$ cat src/lab_pkg.sv
package lab_pkg;

    localparam int DEBOUNCE_DEPTH   = 8;  // stable samples before a debounced bit follows
    localparam int DEB_CNT_W        = $clog2(DEBOUNCE_DEPTH + 1);
    localparam int STROBE_WIDTH_DEF = 23; // about 6 strobes per second at 50 MHz
    localparam int LED_W            = 10;
    localparam int NUM_DIGITS       = 6;

    typedef logic [LED_W-1:0] led_t;      // shift register and red leds
    typedef logic [15:0]      count16_t;  // strobe count and encoder position
    typedef logic [7:0]       count8_t;   // detector hit counts
    typedef logic [31:0]      disp_t;     // word offered to the seven segment digits
    typedef logic [6:0]       seg_t;      // active low segments g..a

    // both detectors look for 1,0,1 with overlap
    typedef enum logic [1:0] {
        MOORE_IDLE,
        MOORE_GOT1,
        MOORE_GOT10,
        MOORE_FOUND
    } moore_state_t;

    typedef enum logic [1:0] {
        MEALY_IDLE,
        MEALY_GOT1,
        MEALY_GOT10
    } mealy_state_t;

endpackage

$ cat src/sync_debounce.sv
`timescale 1ns/1ps

module sync_debounce #(
    parameter int W = 1
) (
    input  logic         i_clk,
    input  logic         i_arst_n,
    input  logic [W-1:0] i_in,
    output logic [W-1:0] o_out
);
    import lab_pkg::*;

    logic [W-1:0]         sync1_q;
    logic [W-1:0]         sync2_q;
    logic [DEB_CNT_W-1:0] stable_cnt_q [W]; // cycles the synced bit has differed from o_out

    always_ff @(posedge i_clk or negedge i_arst_n) begin
        if (!i_arst_n) begin
            sync1_q <= '0;
            sync2_q <= '0;
            o_out   <= '0;
            for (int i = 0; i < W; i++) begin
                stable_cnt_q[i] <= '0;
            end
        end else begin
            sync1_q <= i_in;    // first metastability stage
            sync2_q <= sync1_q;
            for (int i = 0; i < W; i++) begin
                if (sync2_q[i] == o_out[i]) begin
                    stable_cnt_q[i] <= '0;  // any bounce back restarts the count
                end else if (stable_cnt_q[i] == DEB_CNT_W'(DEBOUNCE_DEPTH)) begin
                    o_out[i]        <= sync2_q[i];
                    stable_cnt_q[i] <= '0;
                end else begin
                    stable_cnt_q[i] <= stable_cnt_q[i] + 1'b1;
                end
            end
        end
    end

endmodule

$ cat src/lab_ctrl.sv
`timescale 1ns/1ps

module lab_ctrl #(
    parameter int STROBE_WIDTH = lab_pkg::STROBE_WIDTH_DEF
) (
    input  logic          i_clk,
    input  logic          i_arst_n,
    input  logic          i_key,
    output logic          o_strobe,
    output lab_pkg::led_t o_leds,
    output logic          o_moore_hit,
    output logic          o_mealy_hit
);
    import lab_pkg::*;

    logic [STROBE_WIDTH-1:0] timer_q;
    logic                    strobe_q;
    led_t                    shift_q;
    moore_state_t            moore_state_q;
    moore_state_t            moore_next;
    mealy_state_t            mealy_state_q;
    mealy_state_t            mealy_next;

    // free running timer, the strobe follows its wrap by one cycle
    always_ff @(posedge i_clk or negedge i_arst_n) begin
        if (!i_arst_n) begin
            timer_q  <= '0;
            strobe_q <= 1'b0;
        end else begin
            timer_q  <= timer_q + 1'b1;
            strobe_q <= &timer_q;
        end
    end

    always_ff @(posedge i_clk or negedge i_arst_n) begin
        if (!i_arst_n) begin
            shift_q <= '0;
        end else if (strobe_q) begin
            shift_q <= {shift_q[LED_W-2:0], i_key}; // newest bit enters at bit 0
        end
    end

    // i_key is the bit being shifted in on this strobe
    always_comb begin
        moore_next = moore_state_q;
        case (moore_state_q)
            MOORE_IDLE:  moore_next = i_key ? MOORE_GOT1  : MOORE_IDLE;
            MOORE_GOT1:  moore_next = i_key ? MOORE_GOT1  : MOORE_GOT10;
            MOORE_GOT10: moore_next = i_key ? MOORE_FOUND : MOORE_IDLE;
            MOORE_FOUND: moore_next = i_key ? MOORE_GOT1  : MOORE_GOT10; // last 1 starts over
            default:     moore_next = MOORE_IDLE;
        endcase
    end

    always_comb begin
        mealy_next = mealy_state_q;
        case (mealy_state_q)
            MEALY_IDLE:  mealy_next = i_key ? MEALY_GOT1 : MEALY_IDLE;
            MEALY_GOT1:  mealy_next = i_key ? MEALY_GOT1 : MEALY_GOT10;
            MEALY_GOT10: mealy_next = i_key ? MEALY_GOT1 : MEALY_IDLE;
            default:     mealy_next = MEALY_IDLE;
        endcase
    end

    always_ff @(posedge i_clk or negedge i_arst_n) begin
        if (!i_arst_n) begin
            moore_state_q <= MOORE_IDLE;
            mealy_state_q <= MEALY_IDLE;
        end else if (strobe_q) begin
            moore_state_q <= moore_next;
            mealy_state_q <= mealy_next;
        end
    end

    assign o_strobe    = strobe_q;
    assign o_leds      = shift_q;
    // moore sees the hit one strobe late since FOUND is a state of its own
    assign o_moore_hit = strobe_q && (moore_state_q == MOORE_FOUND);
    assign o_mealy_hit = strobe_q && (mealy_state_q == MEALY_GOT10) && i_key;

endmodule

$ cat src/event_counters.sv
`timescale 1ns/1ps

module event_counters (
    input  logic              i_clk,
    input  logic              i_arst_n,
    input  logic              i_strobe,
    input  logic              i_moore_hit,
    input  logic              i_mealy_hit,
    output lab_pkg::count16_t o_strobe_cnt,
    output lab_pkg::count8_t  o_moore_cnt,
    output lab_pkg::count8_t  o_mealy_cnt
);
    import lab_pkg::*;

    count16_t strobe_cnt_q;
    count8_t  moore_cnt_q;
    count8_t  mealy_cnt_q;

    // all three counters simply wrap on overflow
    always_ff @(posedge i_clk or negedge i_arst_n) begin
        if (!i_arst_n) begin
            strobe_cnt_q <= '0;
            moore_cnt_q  <= '0;
            mealy_cnt_q  <= '0;
        end else begin
            if (i_strobe) begin
                strobe_cnt_q <= strobe_cnt_q + 1'b1;
            end
            if (i_moore_hit) begin
                moore_cnt_q <= moore_cnt_q + 1'b1;  // hits already carry the strobe
            end
            if (i_mealy_hit) begin
                mealy_cnt_q <= mealy_cnt_q + 1'b1;
            end
        end
    end

    assign o_strobe_cnt = strobe_cnt_q;
    assign o_moore_cnt  = moore_cnt_q;
    assign o_mealy_cnt  = mealy_cnt_q;

endmodule

$ cat src/rotary_encoder.sv
`timescale 1ns/1ps

module rotary_encoder (
    input  logic              i_clk,
    input  logic              i_arst_n,
    input  logic              i_a,
    input  logic              i_b,
    output lab_pkg::count16_t o_value
);
    import lab_pkg::*;

    logic     a_prev_q;
    logic     a_rise;
    count16_t value_q;  // two's complement position

    always_ff @(posedge i_clk or negedge i_arst_n) begin
        if (!i_arst_n) begin
            a_prev_q <= 1'b0;
        end else begin
            a_prev_q <= i_a;
        end
    end

    assign a_rise = i_a && !a_prev_q;

    // B low on the rising edge of A means clockwise
    always_ff @(posedge i_clk or negedge i_arst_n) begin
        if (!i_arst_n) begin
            value_q <= '0;
        end else if (a_rise) begin
            if (i_b) begin
                value_q <= value_q - 1'b1;
            end else begin
                value_q <= value_q + 1'b1;
            end
        end
    end

    assign o_value = value_q;

endmodule

$ cat src/hex_display.sv
`timescale 1ns/1ps

module hex_display (
    input  logic                           i_disp_sel,
    input  lab_pkg::disp_t                 i_counts,
    input  lab_pkg::count16_t              i_enc_value,
    input  logic                           i_enc_btn,
    input  logic                           i_enc_swt,
    input  logic [lab_pkg::NUM_DIGITS-1:0] i_dp_n,
    output logic [7:0]                     o_hex0,
    output logic [7:0]                     o_hex1,
    output logic [7:0]                     o_hex2,
    output logic [7:0]                     o_hex3,
    output logic [7:0]                     o_hex4,
    output logic [7:0]                     o_hex5
);
    import lab_pkg::*;

    disp_t disp_word;
    seg_t  segs [NUM_DIGITS];

    // segment order is g..a, a zero lights the segment
    function automatic seg_t seg_decode(input logic [3:0] nibble);
        case (nibble)
            4'h0:    seg_decode = 7'b100_0000;
            4'h1:    seg_decode = 7'b111_1001;
            4'h2:    seg_decode = 7'b010_0100;
            4'h3:    seg_decode = 7'b011_0000;
            4'h4:    seg_decode = 7'b001_1001;
            4'h5:    seg_decode = 7'b001_0010;
            4'h6:    seg_decode = 7'b000_0010;
            4'h7:    seg_decode = 7'b111_1000;
            4'h8:    seg_decode = 7'b000_0000;
            4'h9:    seg_decode = 7'b001_0000;
            4'ha:    seg_decode = 7'b000_1000;
            4'hb:    seg_decode = 7'b000_0011;  // lower case b
            4'hc:    seg_decode = 7'b100_0110;
            4'hd:    seg_decode = 7'b010_0001;  // lower case d
            4'he:    seg_decode = 7'b000_0110;
            default: seg_decode = 7'b000_1110;
        endcase
    endfunction

    always_comb begin
        if (i_disp_sel) begin
            disp_word = {{8{i_enc_btn}}, {8{i_enc_swt}}, i_enc_value};
        end else begin
            disp_word = i_counts;   // strobes, moore hits, mealy hits
        end
    end

    always_comb begin
        for (int d = 0; d < NUM_DIGITS; d++) begin
            segs[d] = seg_decode(disp_word[4*d +: 4]);
        end
    end

    // decimal point sits in bit 7 of each digit
    assign o_hex0 = {i_dp_n[0], segs[0]};
    assign o_hex1 = {i_dp_n[1], segs[1]};
    assign o_hex2 = {i_dp_n[2], segs[2]};
    assign o_hex3 = {i_dp_n[3], segs[3]};
    assign o_hex4 = {i_dp_n[4], segs[4]};
    assign o_hex5 = {i_dp_n[5], segs[5]};

endmodule

$ cat src/board_lab_top.sv
`timescale 1ns/1ps

module board_lab_top #(
    parameter int STROBE_WIDTH = lab_pkg::STROBE_WIDTH_DEF
) (
    input  logic                      i_clk,
    input  logic                      i_arst_n,
    input  logic                      i_key_n,
    input  logic [lab_pkg::LED_W-1:0] i_sw,
    input  logic                      i_enc_a,
    input  logic                      i_enc_b,
    input  logic                      i_enc_btn,
    input  logic                      i_enc_swt,
    output logic [lab_pkg::LED_W-1:0] o_ledr,
    output logic [7:0]                o_hex0,
    output logic [7:0]                o_hex1,
    output logic [7:0]                o_hex2,
    output logic [7:0]                o_hex3,
    output logic [7:0]                o_hex4,
    output logic [7:0]                o_hex5
);
    import lab_pkg::*;

    logic     key_db;
    led_t     sw_db;
    logic     enc_a_db;
    logic     enc_b_db;
    logic     enc_btn_db;
    logic     enc_swt_db;
    logic     strobe;
    logic     moore_hit;
    logic     mealy_hit;
    count16_t strobe_cnt;
    count8_t  moore_cnt;
    count8_t  mealy_cnt;
    count16_t enc_value;

    sync_debounce #(.W(LED_W + 1)) debounce_keysw_i (
        .i_clk    (i_clk),
        .i_arst_n (i_arst_n),
        .i_in     ({~i_key_n, i_sw}),   // key pressed reads as 1
        .o_out    ({key_db, sw_db})
    );

    sync_debounce #(.W(4)) debounce_enc_i (
        .i_clk    (i_clk),
        .i_arst_n (i_arst_n),
        .i_in     ({i_enc_a, i_enc_b, i_enc_btn, i_enc_swt}),
        .o_out    ({enc_a_db, enc_b_db, enc_btn_db, enc_swt_db})
    );

    lab_ctrl #(.STROBE_WIDTH(STROBE_WIDTH)) ctrl_i (
        .i_clk       (i_clk),
        .i_arst_n    (i_arst_n),
        .i_key       (key_db),
        .o_strobe    (strobe),
        .o_leds      (o_ledr),
        .o_moore_hit (moore_hit),
        .o_mealy_hit (mealy_hit)
    );

    event_counters counters_i (
        .i_clk        (i_clk),
        .i_arst_n     (i_arst_n),
        .i_strobe     (strobe),
        .i_moore_hit  (moore_hit),
        .i_mealy_hit  (mealy_hit),
        .o_strobe_cnt (strobe_cnt),
        .o_moore_cnt  (moore_cnt),
        .o_mealy_cnt  (mealy_cnt)
    );

    rotary_encoder encoder_i (
        .i_clk    (i_clk),
        .i_arst_n (i_arst_n),
        .i_a      (enc_a_db),
        .i_b      (enc_b_db),
        .o_value  (enc_value)
    );

    // only sw[0] and sw[5:0] reach the display, the upper switches are spare
    hex_display display_i (
        .i_disp_sel  (sw_db[0]),
        .i_counts    ({strobe_cnt, moore_cnt, mealy_cnt}),
        .i_enc_value (enc_value),
        .i_enc_btn   (enc_btn_db),
        .i_enc_swt   (enc_swt_db),
        .i_dp_n      (~sw_db[NUM_DIGITS-1:0]),
        .o_hex0      (o_hex0),
        .o_hex1      (o_hex1),
        .o_hex2      (o_hex2),
        .o_hex3      (o_hex3),
        .o_hex4      (o_hex4),
        .o_hex5      (o_hex5)
    );

endmodule

$ cat config.mk
export PLATFORM = sky130hd
export DESIGN_NAME = board_lab_top
export DESIGN_NICKNAME = d
export VERILOG_FILES = /design/src/lab_pkg.sv /design/src/sync_debounce.sv /design/src/lab_ctrl.sv /design/src/event_counters.sv /design/src/rotary_encoder.sv /design/src/hex_display.sv /design/src/board_lab_top.sv
export SDC_FILE = /design/constraint.sdc
export NUM_CORES = 1
export LEC_CHECK = 0
export BUFFER_PORTS_ARGS = -buffer_cell sky130_fd_sc_hd__clkbuf_2
export CAP_MARGIN = 20
export CORE_MARGIN = 5
export CORE_UTILIZATION = 30
export DETAILED_ROUTE_END_ITERATION = 8
export GPL_ROUTABILITY_DRIVEN = 0
export PLACE_DENSITY_LB_ADDON = 0.15
export SLEW_MARGIN = 20
export SYNTH_ARGS = -nofsm -noshare
export SYNTH_HDL_FRONTEND = slang
export SYNTH_SLANG_ARGS = --single-unit
$ cat constraint.sdc
create_clock -name i_clk -period 2.3 [get_ports i_clk]
set_input_delay 0.115 -clock i_clk [delete_from_list [all_inputs] [get_ports i_clk]]
set_output_delay 0.115 -clock i_clk [all_outputs]
set_load 0.05 [all_outputs]
==> results.py, run 1 <==
metrics = {
    "critical_path": {
        "crit_fanout": 8,
        "worst_path_max_delay_cell": "mux4_2",
        "worstRegToRegCells": 8,
        "startpoint": "debounce_keysw_i.o_out[0]",
        "cp.required_ps": 2180,
        "r2r-start": "debounce_enc_i.o_out[2]",
        "critical_path_class": "flop to primary output",
        "end_kind": "primary output",
        "worst-path-stages": 6,
        "start_kind": "flop",
        "path_buf_inv": 3,
        "worstReg2RegEnd": "encoder_i.o_value[12]",
        "path_delay_family": "multiplexers",
        "cp-endpoint": "o_hex0[3]",
        "reg2reg_slack_ps": 160,
        "arrival_ps": 2320,
        "crit_chain": "buf_12 > mux2i_4 > inv_2 > ha_4 > mux4_2 > clkbuf_16",
        "critPathMaxStageDelay_ps": 500,
    },
    "logic_synthesis": {
        "synthMuxAreaShare_pct": 5.82,
        "synth_nets": 960,
        "synth_top_family_by_area": "simple AND/OR/NAND/NOR gates",
        "ys_ff_latch": 149,
        "ys_async_sr_fraction_pct": 100,
        "synth_xor_area_share_pct": 6.80,
        "yosysWarnings": 0,
        "synth_cell_types": 60,
        "synthFlopType": "dfrtp_1",
        "netlist_instances": 868,
        "yosys.area_share.simple_pct": 16.8,
        "synth_edf_count": 0,
        "ys_seq_area_share_pct": 43.9,
        "post_synth.cell_area_avg_um2": 9.79,
        "syn_area_um2": 8500,
        "synth_compound_area_share_pct": 11.6,
        "synthAdderAreaFrac_pct": 11.1,
    },
    "drt": {
        "wl_um": 18500,
        "viasPerCell": 4.54,
        "route.vias.total": 6500,
        "wire_per_inst_um": 12.9,
        "first_pass_iters": 4,
        "route.detailed.drc": 0,
        "first_iter_violations": 257,
        "antenna_left": 0,
    },
    "worst_hold_path": {
        "hold_path.class": "primary input to asynchronous set/reset pin",
    },
    "power_and_ir_drop": {
        "intPower_uw": 4750,
        "power_switching_uw": 1970,
        "p_sw_share_pct": 29.3,
        "total_power_uw": 6720,
        "p_leak_uw": 0.00535,
        "power_frac_comb_pct": 16.0,
        "seq_power_share_pct": 44.5,
        "peakVddDrop_mv": 0.373,
        "pwr-share-clk_pct": 39.5,
        "power.density_nw_per_um2": 548,
    },
    "placement": {
        "place_inst": 1348,
        "port_buffers": 69,
        "hpwl_um": 12600,
    },
    "timing": {
        "timing.fmax_mhz": 411,
        "hold_viol_final": 0,
        "setup_viol": 18,
        "relSlewSlack_pct": 59.4,
        "finalCriticalPeriod_ps": 2430,
        "tightest_slew_ps": 610,
        "grt_setup_unrepaired": "true",
        "finClkSkew_ps": 12.0,
        "setup_ws_ps": -135,
        "setup-tns-final_ps": -918,
        "min_period_over_period_pct": 106,
        "slew_viol_final": 0,
    },
    "global_routing": {
        "grt_pass1_vias": 6502,
        "antenna_found_initial": 0,
        "gr-total-overflow": 0,
        "grt_max_degree": 51,
        "grtUsageTotal_pct": 12.0,
        "grt_pass1_wl_um": 31400,
    },
    "clock_network": {
        "clockBufferDepth": 2,
        "cts_root_buf": "clkbuf_16",
        "insertion_delay_ps": 420,
        "clkSinkCount": 149,
        "path_clk_slew_ps": 70,
        "htree_num_levels": 4,
        "numCtsBuffers": 17,
        "cts_tree": "yes",
    },
    "floorplan": {
        "initial_core_util_pct": 30.5,
        "rows": 61,
        "die_area_um2": 31800,
        "io_pins": 75,
        "die_h_um": 178,
        "core_area_um2": 27900,
        "die_x_um": 178,
    },
    "finish": {
        "final_nets": 1133,
        "fillers": 2602,
        "diodes": 0,
        "syn2layout_area_growth_pct": 44.3,
        "drive_gt1_share_pct": 35.4,
        "layoutNonFillerInstCount": 1432,
    },
    "run": {
        "drv_cap": 0,
    },
    "status": {
        "outcome": "complete, but fails checks",
        "violations": "negative setup slack",
    },
}
-- sequential cells by signal (all words and copies together) (netlist names) --
signal	cells
ctrl_i.mealy_state_q	2
counters_i.o_strobe_cnt	8
debounce_keysw_i.sync2_q	7
debounce_enc_i.sync2_q	3
debounce_keysw_i.stable_cnt_q	28
ctrl_i.o_strobe	1
ctrl_i.moore_state_q	2
encoder_i.o_value	16
debounce_enc_i.stable_cnt_q	12
debounce_enc_i.o_out	3
debounce_keysw_i.o_out	7
counters_i.o_moore_cnt	8
counters_i.o_mealy_cnt	8
ctrl_i.o_leds	10
debounce_enc_i.sync1_q	3
debounce_keysw_i.sync1_q	7
ctrl_i.timer_q	23
encoder_i.a_prev_q	1
-- kinds of logic after synthesis --
logic type | count (synthesis)
buffers and inverters | 82
AOI/OAI and AO/OA | 161
adders and majority gates | 75
DFF | 149
xor gates and xnor gates | 66
and+or+nand+nor | 291
muxes | 44
-- placed cells by master (no fill, tap or decap), types with 6 or more instances in the layout --
| master | instances |
|---|---|
| buf_8 | 16 |
| inv_2 | 7 |
| buf_4 | 72 |
| o21a_1 | 10 |
| a21oi_1 | 32 |
| nand2b_1 | 18 |
| nor2b_1 | 13 |
| nand3_1 | 40 |
| o21ai_0 | 33 |
| mux2i_4 | 8 |
| dlygate4sd3_1 | 11 |
| buf_6 | 19 |
| buf_12 | 22 |
| xnor2_1 | 49 |
| o21ai_1 | 7 |
| inv_1 | 50 |
| clkbuf_2 | 26 |
| nor2_1 | 54 |
| mux2_2 | 15 |
| clkbuf_16 | 19 |
| nand2_2 | 12 |
| nand2_1 | 72 |
| ha_1 | 42 |
| ha_2 | 8 |
| mux2i_1 | 14 |
| nand4_1 | 11 |
| o21ai_2 | 8 |
| nor3_1 | 12 |
| xor2_1 | 17 |
| a21oi_2 | 15 |
| ha_4 | 24 |
| nand3b_1 | 8 |
| dfrtp_1 | 147 |
| and3_1 | 9 |
| inv_6 | 6 |
-- through the flow --
stage	setup slack [ps]	hold slack, ps	instance area [um^2]	util [%]
after floorplan	-398	-181	8670	-
after global placement	41.5	74.7	10100	36.2
after detailed placement	10.9	80.9	10100	36.2
after CTS	-159	179	11700	42.0
after global routing	-230	235	12300	44.0
final	-135	188	12300	44.0
-- synth_stat cells, drive strengths merged (11+ instances only) --
cell type	instances	share of area [%]
nor3	16	1.0
nand3	40	2.4
mux2	17	2.3
nand2	88	3.9
nor2b	16	1.2
nor2	63	2.8
xor2	17	1.8
nand2b	19	1.4
dfrtp	149	44
ha	74	11
nand4	11	0.81
mux2i	25	2.9
o21ai	50	2.9
a21oi	50	3.0
buf	11	0.84
xnor2	49	5.1
inv	61	2.7
-- routing by layer --
layer | track usage (%) | vias to the layer above | wire length (um)
met2 | 19.3 | 77 | 8600
met3 | 1.91 | 20 | 514
met1 | 16.5 | 3061 | 9180
met5 | 0 | - | 0
li1 | - | 3342 | -
met4 | 3.93 | 0 | 244
-- cell type report --
class | instances | area, um^2 | share of cell area, %
clock buffers | 18 | 429 | 3.50
well taps | 378 | 473 | 3.86
inverters | 61 | 241 | 1.97
multi-input cells | 637 | 5430 | 44.3
flip-flops and latches | 149 | 3730 | 30.4
repair buffers | 175 | 1830 | 14.9
clock inverters | 14 | 135 | 1.10
-- worst reg2reg max path, cell delays in order (launching register included) --
cell       delay [ps]
dfrtp_2           450
buf_4             180
ha_1              310
nand2_1           110
o21ai_1           110
a2111oi_2         360
o21ai_1           120
mux2i_1           130
a211o_1           260
-- worst min-delay path by stage --
stage                     startpoint  cells after the start  slack (ps)                           to
after floorplan             i_arst_n                      0        -180    counters_i.o_mealy_cnt[0]
after global placement      i_arst_n                      1          70    debounce_keysw_i.o_out[1]
after detailed placement    i_arst_n                      1          80  debounce_keysw_i.sync1_q[1]
after CTS                   i_arst_n                      2         180  debounce_keysw_i.sync1_q[1]
after global routing        i_arst_n                      2         240  debounce_keysw_i.sync1_q[1]
final                       i_arst_n                      2         190  debounce_keysw_i.sync1_q[1]
-- repair_timing --
item                                    4_1_cts  5_1_grt
hold endpoints to repair                     50        0
hold buffers                                 11        0
buffers inserted                             25       16
endpoints found under the setup margin       43       45
cloned                                        1        0
gates resized for setup                     170      108
pin swaps                                    23       29
-- power by group through the flow --
| stage | registers, uW | logic (uW) | clock network, uW |
|---|---|---|---|
| 3_3_place_gp | 3020 | 940 | 0 |
| 5_1_grt | 3020 | 1230 | 2870 |
| 4_1_cts | 2990 | 1050 | 2770 |
| 3_5_place_dp | 3030 | 950 | 0 |
| 2_1_floorplan | 2990 | 658 | 0 |
| 6_report | 2990 | 1070 | 2660 |
(Power assumes the default switching activity.)
==> run 2, diff against run 1 <==
--- a/config.mk
+++ b/config.mk
@@ -5,12 +5,14 @@
 export SDC_FILE = /design/constraint.sdc
 export NUM_CORES = 1
 export LEC_CHECK = 0
+export ABC_AREA = 1
 export BUFFER_PORTS_ARGS = -buffer_cell sky130_fd_sc_hd__clkbuf_2
 export CAP_MARGIN = 20
 export CORE_MARGIN = 5
 export CORE_UTILIZATION = 30
 export DETAILED_ROUTE_END_ITERATION = 8
 export GPL_ROUTABILITY_DRIVEN = 0
+export MAX_ROUTING_LAYER = met4
 export PLACE_DENSITY_LB_ADDON = 0.15
 export SLEW_MARGIN = 20
 export SYNTH_ARGS = -nofsm -noshare
==> constraint.sdc (replaced) <==
create_clock -name i_clk -period 2.7 [get_ports i_clk]
set_input_delay 0.135 -clock i_clk [delete_from_list [all_inputs] [get_ports i_clk]]
set_output_delay 0.135 -clock i_clk [all_outputs]
set_load 0.05 [all_outputs]
==> run 2 against run 1 <==
Net effect: the run now ends clean; via count is 4.0% higher; worst hold slack improved by 100 ps; cell count up 9.6%; global-route usage fell by 0.57 points; critical path type unchanged; highest routed layer unchanged.
==> results.py, run 2 <==
metrics = {
    "finish": {
        "multi_input_area_um2": 4310,
        "syn2layout_area_growth_pct": 20.3,
        "regMostFlops": "debounce_keysw_i.stable_cnt_q",
        "final_cell_mix": "254 x nand2_1, 168 x inv_1, 148 x dfrtp_1",
        "fin_area_um2": 10500,
        "diodes": 0,
        "drive_gt1_share_pct": 13.0,
        "largest_register_ffs": 28,
        "fillers": 2979,
        "layoutNonFillerInstCount": 1569,
        "final_common_cell": "nand2_1",
        "final_nets": 1264,
        "regArea_um2": 3730,
    },
    "timing": {
        "min_period_over_period_pct": 94.0,
        "tightest_slew_ps": 651,
        "setup_viol": 0,
        "hold_viol_final": 0,
        "finalCriticalPeriod_ps": 2540,
        "relSlewSlack_pct": 56.6,
        "grt_setup_unrepaired": "false",
        "setup-tns-final_ps": 0,
        "finClkSkew_ps": 12.9,
        "timing.fmax_mhz": 394,
        "slew_viol_final": 0,
    },
    "drt": {
        "first_iter_violations": 252,
        "first_pass_iters": 6,
        "route.vias.total": 6761,
        "wire_per_inst_um": 11.1,
        "antenna_left": 0,
        "viasPerCell": 4.31,
        "route.detailed.drc": 0,
        "wl_um": 17500,
    },
    "critical_path": {
        "cp.required_ps": 2570,
        "critical_path_class": "flop to primary output",
        "arrival_ps": 2400,
        "start_kind": "flop",
        "end_kind": "primary output",
        "crit_fanout": 25,
    },
    "logic_synthesis": {
        "synth_cell_types": 41,
        "post_synth.cell_area_avg_um2": 8.14,
        "synthFlopType": "dfrtp_1",
        "yosysWarnings": 0,
        "syn_area_um2": 8750,
        "yosysMostFrequentCell": "nand2_1",
        "synth_common_cells": "255 x nand2_1, 168 x inv_1, 149 x dfrtp_1",
        "synth_edf_count": 0,
        "ys_seq_area_share_pct": 42.6,
        "netlist.area_leader.share_pct": 42.6,
        "synth_top_area_cell": "dfrtp_1",
        "netlist_instances": 1074,
        "synth_nets": 1166,
        "ys_ff_latch": 149,
        "ys_async_sr_fraction_pct": 100,
        "synthTopCellsByArea": "dfrtp_1 43%, nand2_1 11%, ha_1 11%, inv_1 7.2%, nor2_1 4.5%",
    },
    "clock_network": {
        "cts_root_buf": "clkbuf_16",
        "insertion_delay_ps": 420,
        "path_clk_slew_ps": 70,
        "clockBufferDepth": 2,
        "numCtsBuffers": 17,
        "clkSinkCount": 149,
        "cts_tree": "yes",
        "htree_num_levels": 4,
    },
    "global_routing": {
        "antenna_found_initial": 0,
        "grtUsageTotal_pct": 11.4,
        "grt_max_degree": 67,
        "grt_pass1_wl_um": 31100,
        "gr-total-overflow": 0,
        "grt_pass1_vias": 6497,
    },
    "power_and_ir_drop": {
        "power.density_nw_per_um2": 650,
        "peakVddDrop_mv": 0.322,
        "p_leak_uw": 0.00534,
    },
    "floorplan": {
        "die_x_um": 181,
        "io_pins": 75,
        "die_h_um": 181,
        "core_area_um2": 28800,
        "initial_core_util_pct": 30.4,
        "die_area_um2": 32700,
        "rows": 62,
    },
    "status": {
        "outcome": "completed",
    },
    "placement": {
        "place_area_um2": 9750,
        "place_inst": 1526,
        "hpwl_um": 13100,
        "port_buffers": 69,
    },
    "run": {
        "drv_cap": 0,
    },
    "worst_hold_path": {
        "hold_path.class": "primary input to asynchronous set/reset pin",
    },
}
run 2: cell count changes after synthesis, moves of 19 or more:
cell	previous run	this run
mux2i_1	25	0
nor2_1	63	106
nand2_1	87	255
inv_1	61	168
nand2b_1	19	0
run 2: worst max-delay path, cell delays in order, from the launching register on:
cell and delay, ps:
dfrtp_2 430, buf_8 230, nand2_1 80, nand2_1 190, inv_1 130, ha_1 270, o21ai_0 260, o221ai_1 160
buf_2 240
run 2: final timing paths:
path / from / to / slack [ps] / cells past startpoint
min in group i_clk: i_sw[1] / debounce_keysw_i.sync1_q[1] / 350 / 2
setup / recovery: debounce_keysw_i.o_out[0] / o_hex0[0] / 160 / 8
setup reg to reg: debounce_enc_i.o_out[2] / encoder_i.o_value[5] / 610 / 7
max in group asynchronous: i_arst_n / counters_i.o_strobe_cnt[2] / 1720 / 3
hold / removal: i_arst_n / debounce_keysw_i.stable_cnt_q[34] / 290 / 2
hold reg to reg: debounce_keysw_i.sync1_q[10] / debounce_keysw_i.sync2_q[10] / 350 / 0
run 2: cells by family (layout without fill, tap and decap cells):
| logic type | count (synthesis) | in the layout | synth area share (%) |
|---|---|---|---|
| xor+xnor | 66 | 66 | 6.61 |
| fa+ha+maj | 75 | 75 | 10.8 |
| mux | 2 | 2 | 0.257 |
| buf+inv | 186 | 297 | 8.44 |
| compound gates | 135 | 135 | 9.24 |
| flops | 149 | 149 | 42.6 |
| simple gates | 461 | 461 | 22.0 |
run 2: area by class of cell:
class	count	area share, %
clock buffers	17	4.04
clock inverters	15	1.74
inverters	175	6.26
multi-input cells	739	41.0
flip-flops and latches	149	35.4
well taps	384	4.56
repair buffers	90	6.99
run 2: where the power goes:
part	switching (uW)	internal [uW]	total (uW)
registers	239	2490	2730
logic	1110	622	1730
clock network	1120	1260	2380
run 2: metrics by stage:
step	power, uW	utilization (%)	setup WS [ps]	hold WS [ps]
floorplan	4020	-	25.3	-161
global placement	4480	33.9	414	199
detailed placement	4510	33.9	364	195
CTS	6980	36.5	13.3	320
global route	7310	36.6	2.70	348
finish	6840	36.6	163	291
run 2: metal layers:
layer | track usage (%) | routed length, um | vias to the layer above
li1 | - | - | 3577
met1 | 15.4 | 8810 | 3105
met2 | 17.9 | 8010 | 70
met3 | 2.19 | 518 | 9
met4 | 2.63 | 125 | 0
met5 | - | 0 | -
run 2: repair_timing:
action,CTS,global route
endpoints found under the setup margin,12,29
hold endpoints to repair,74,0
buffers inserted,0,0
resized for setup,9,20
hold buffers,11,0
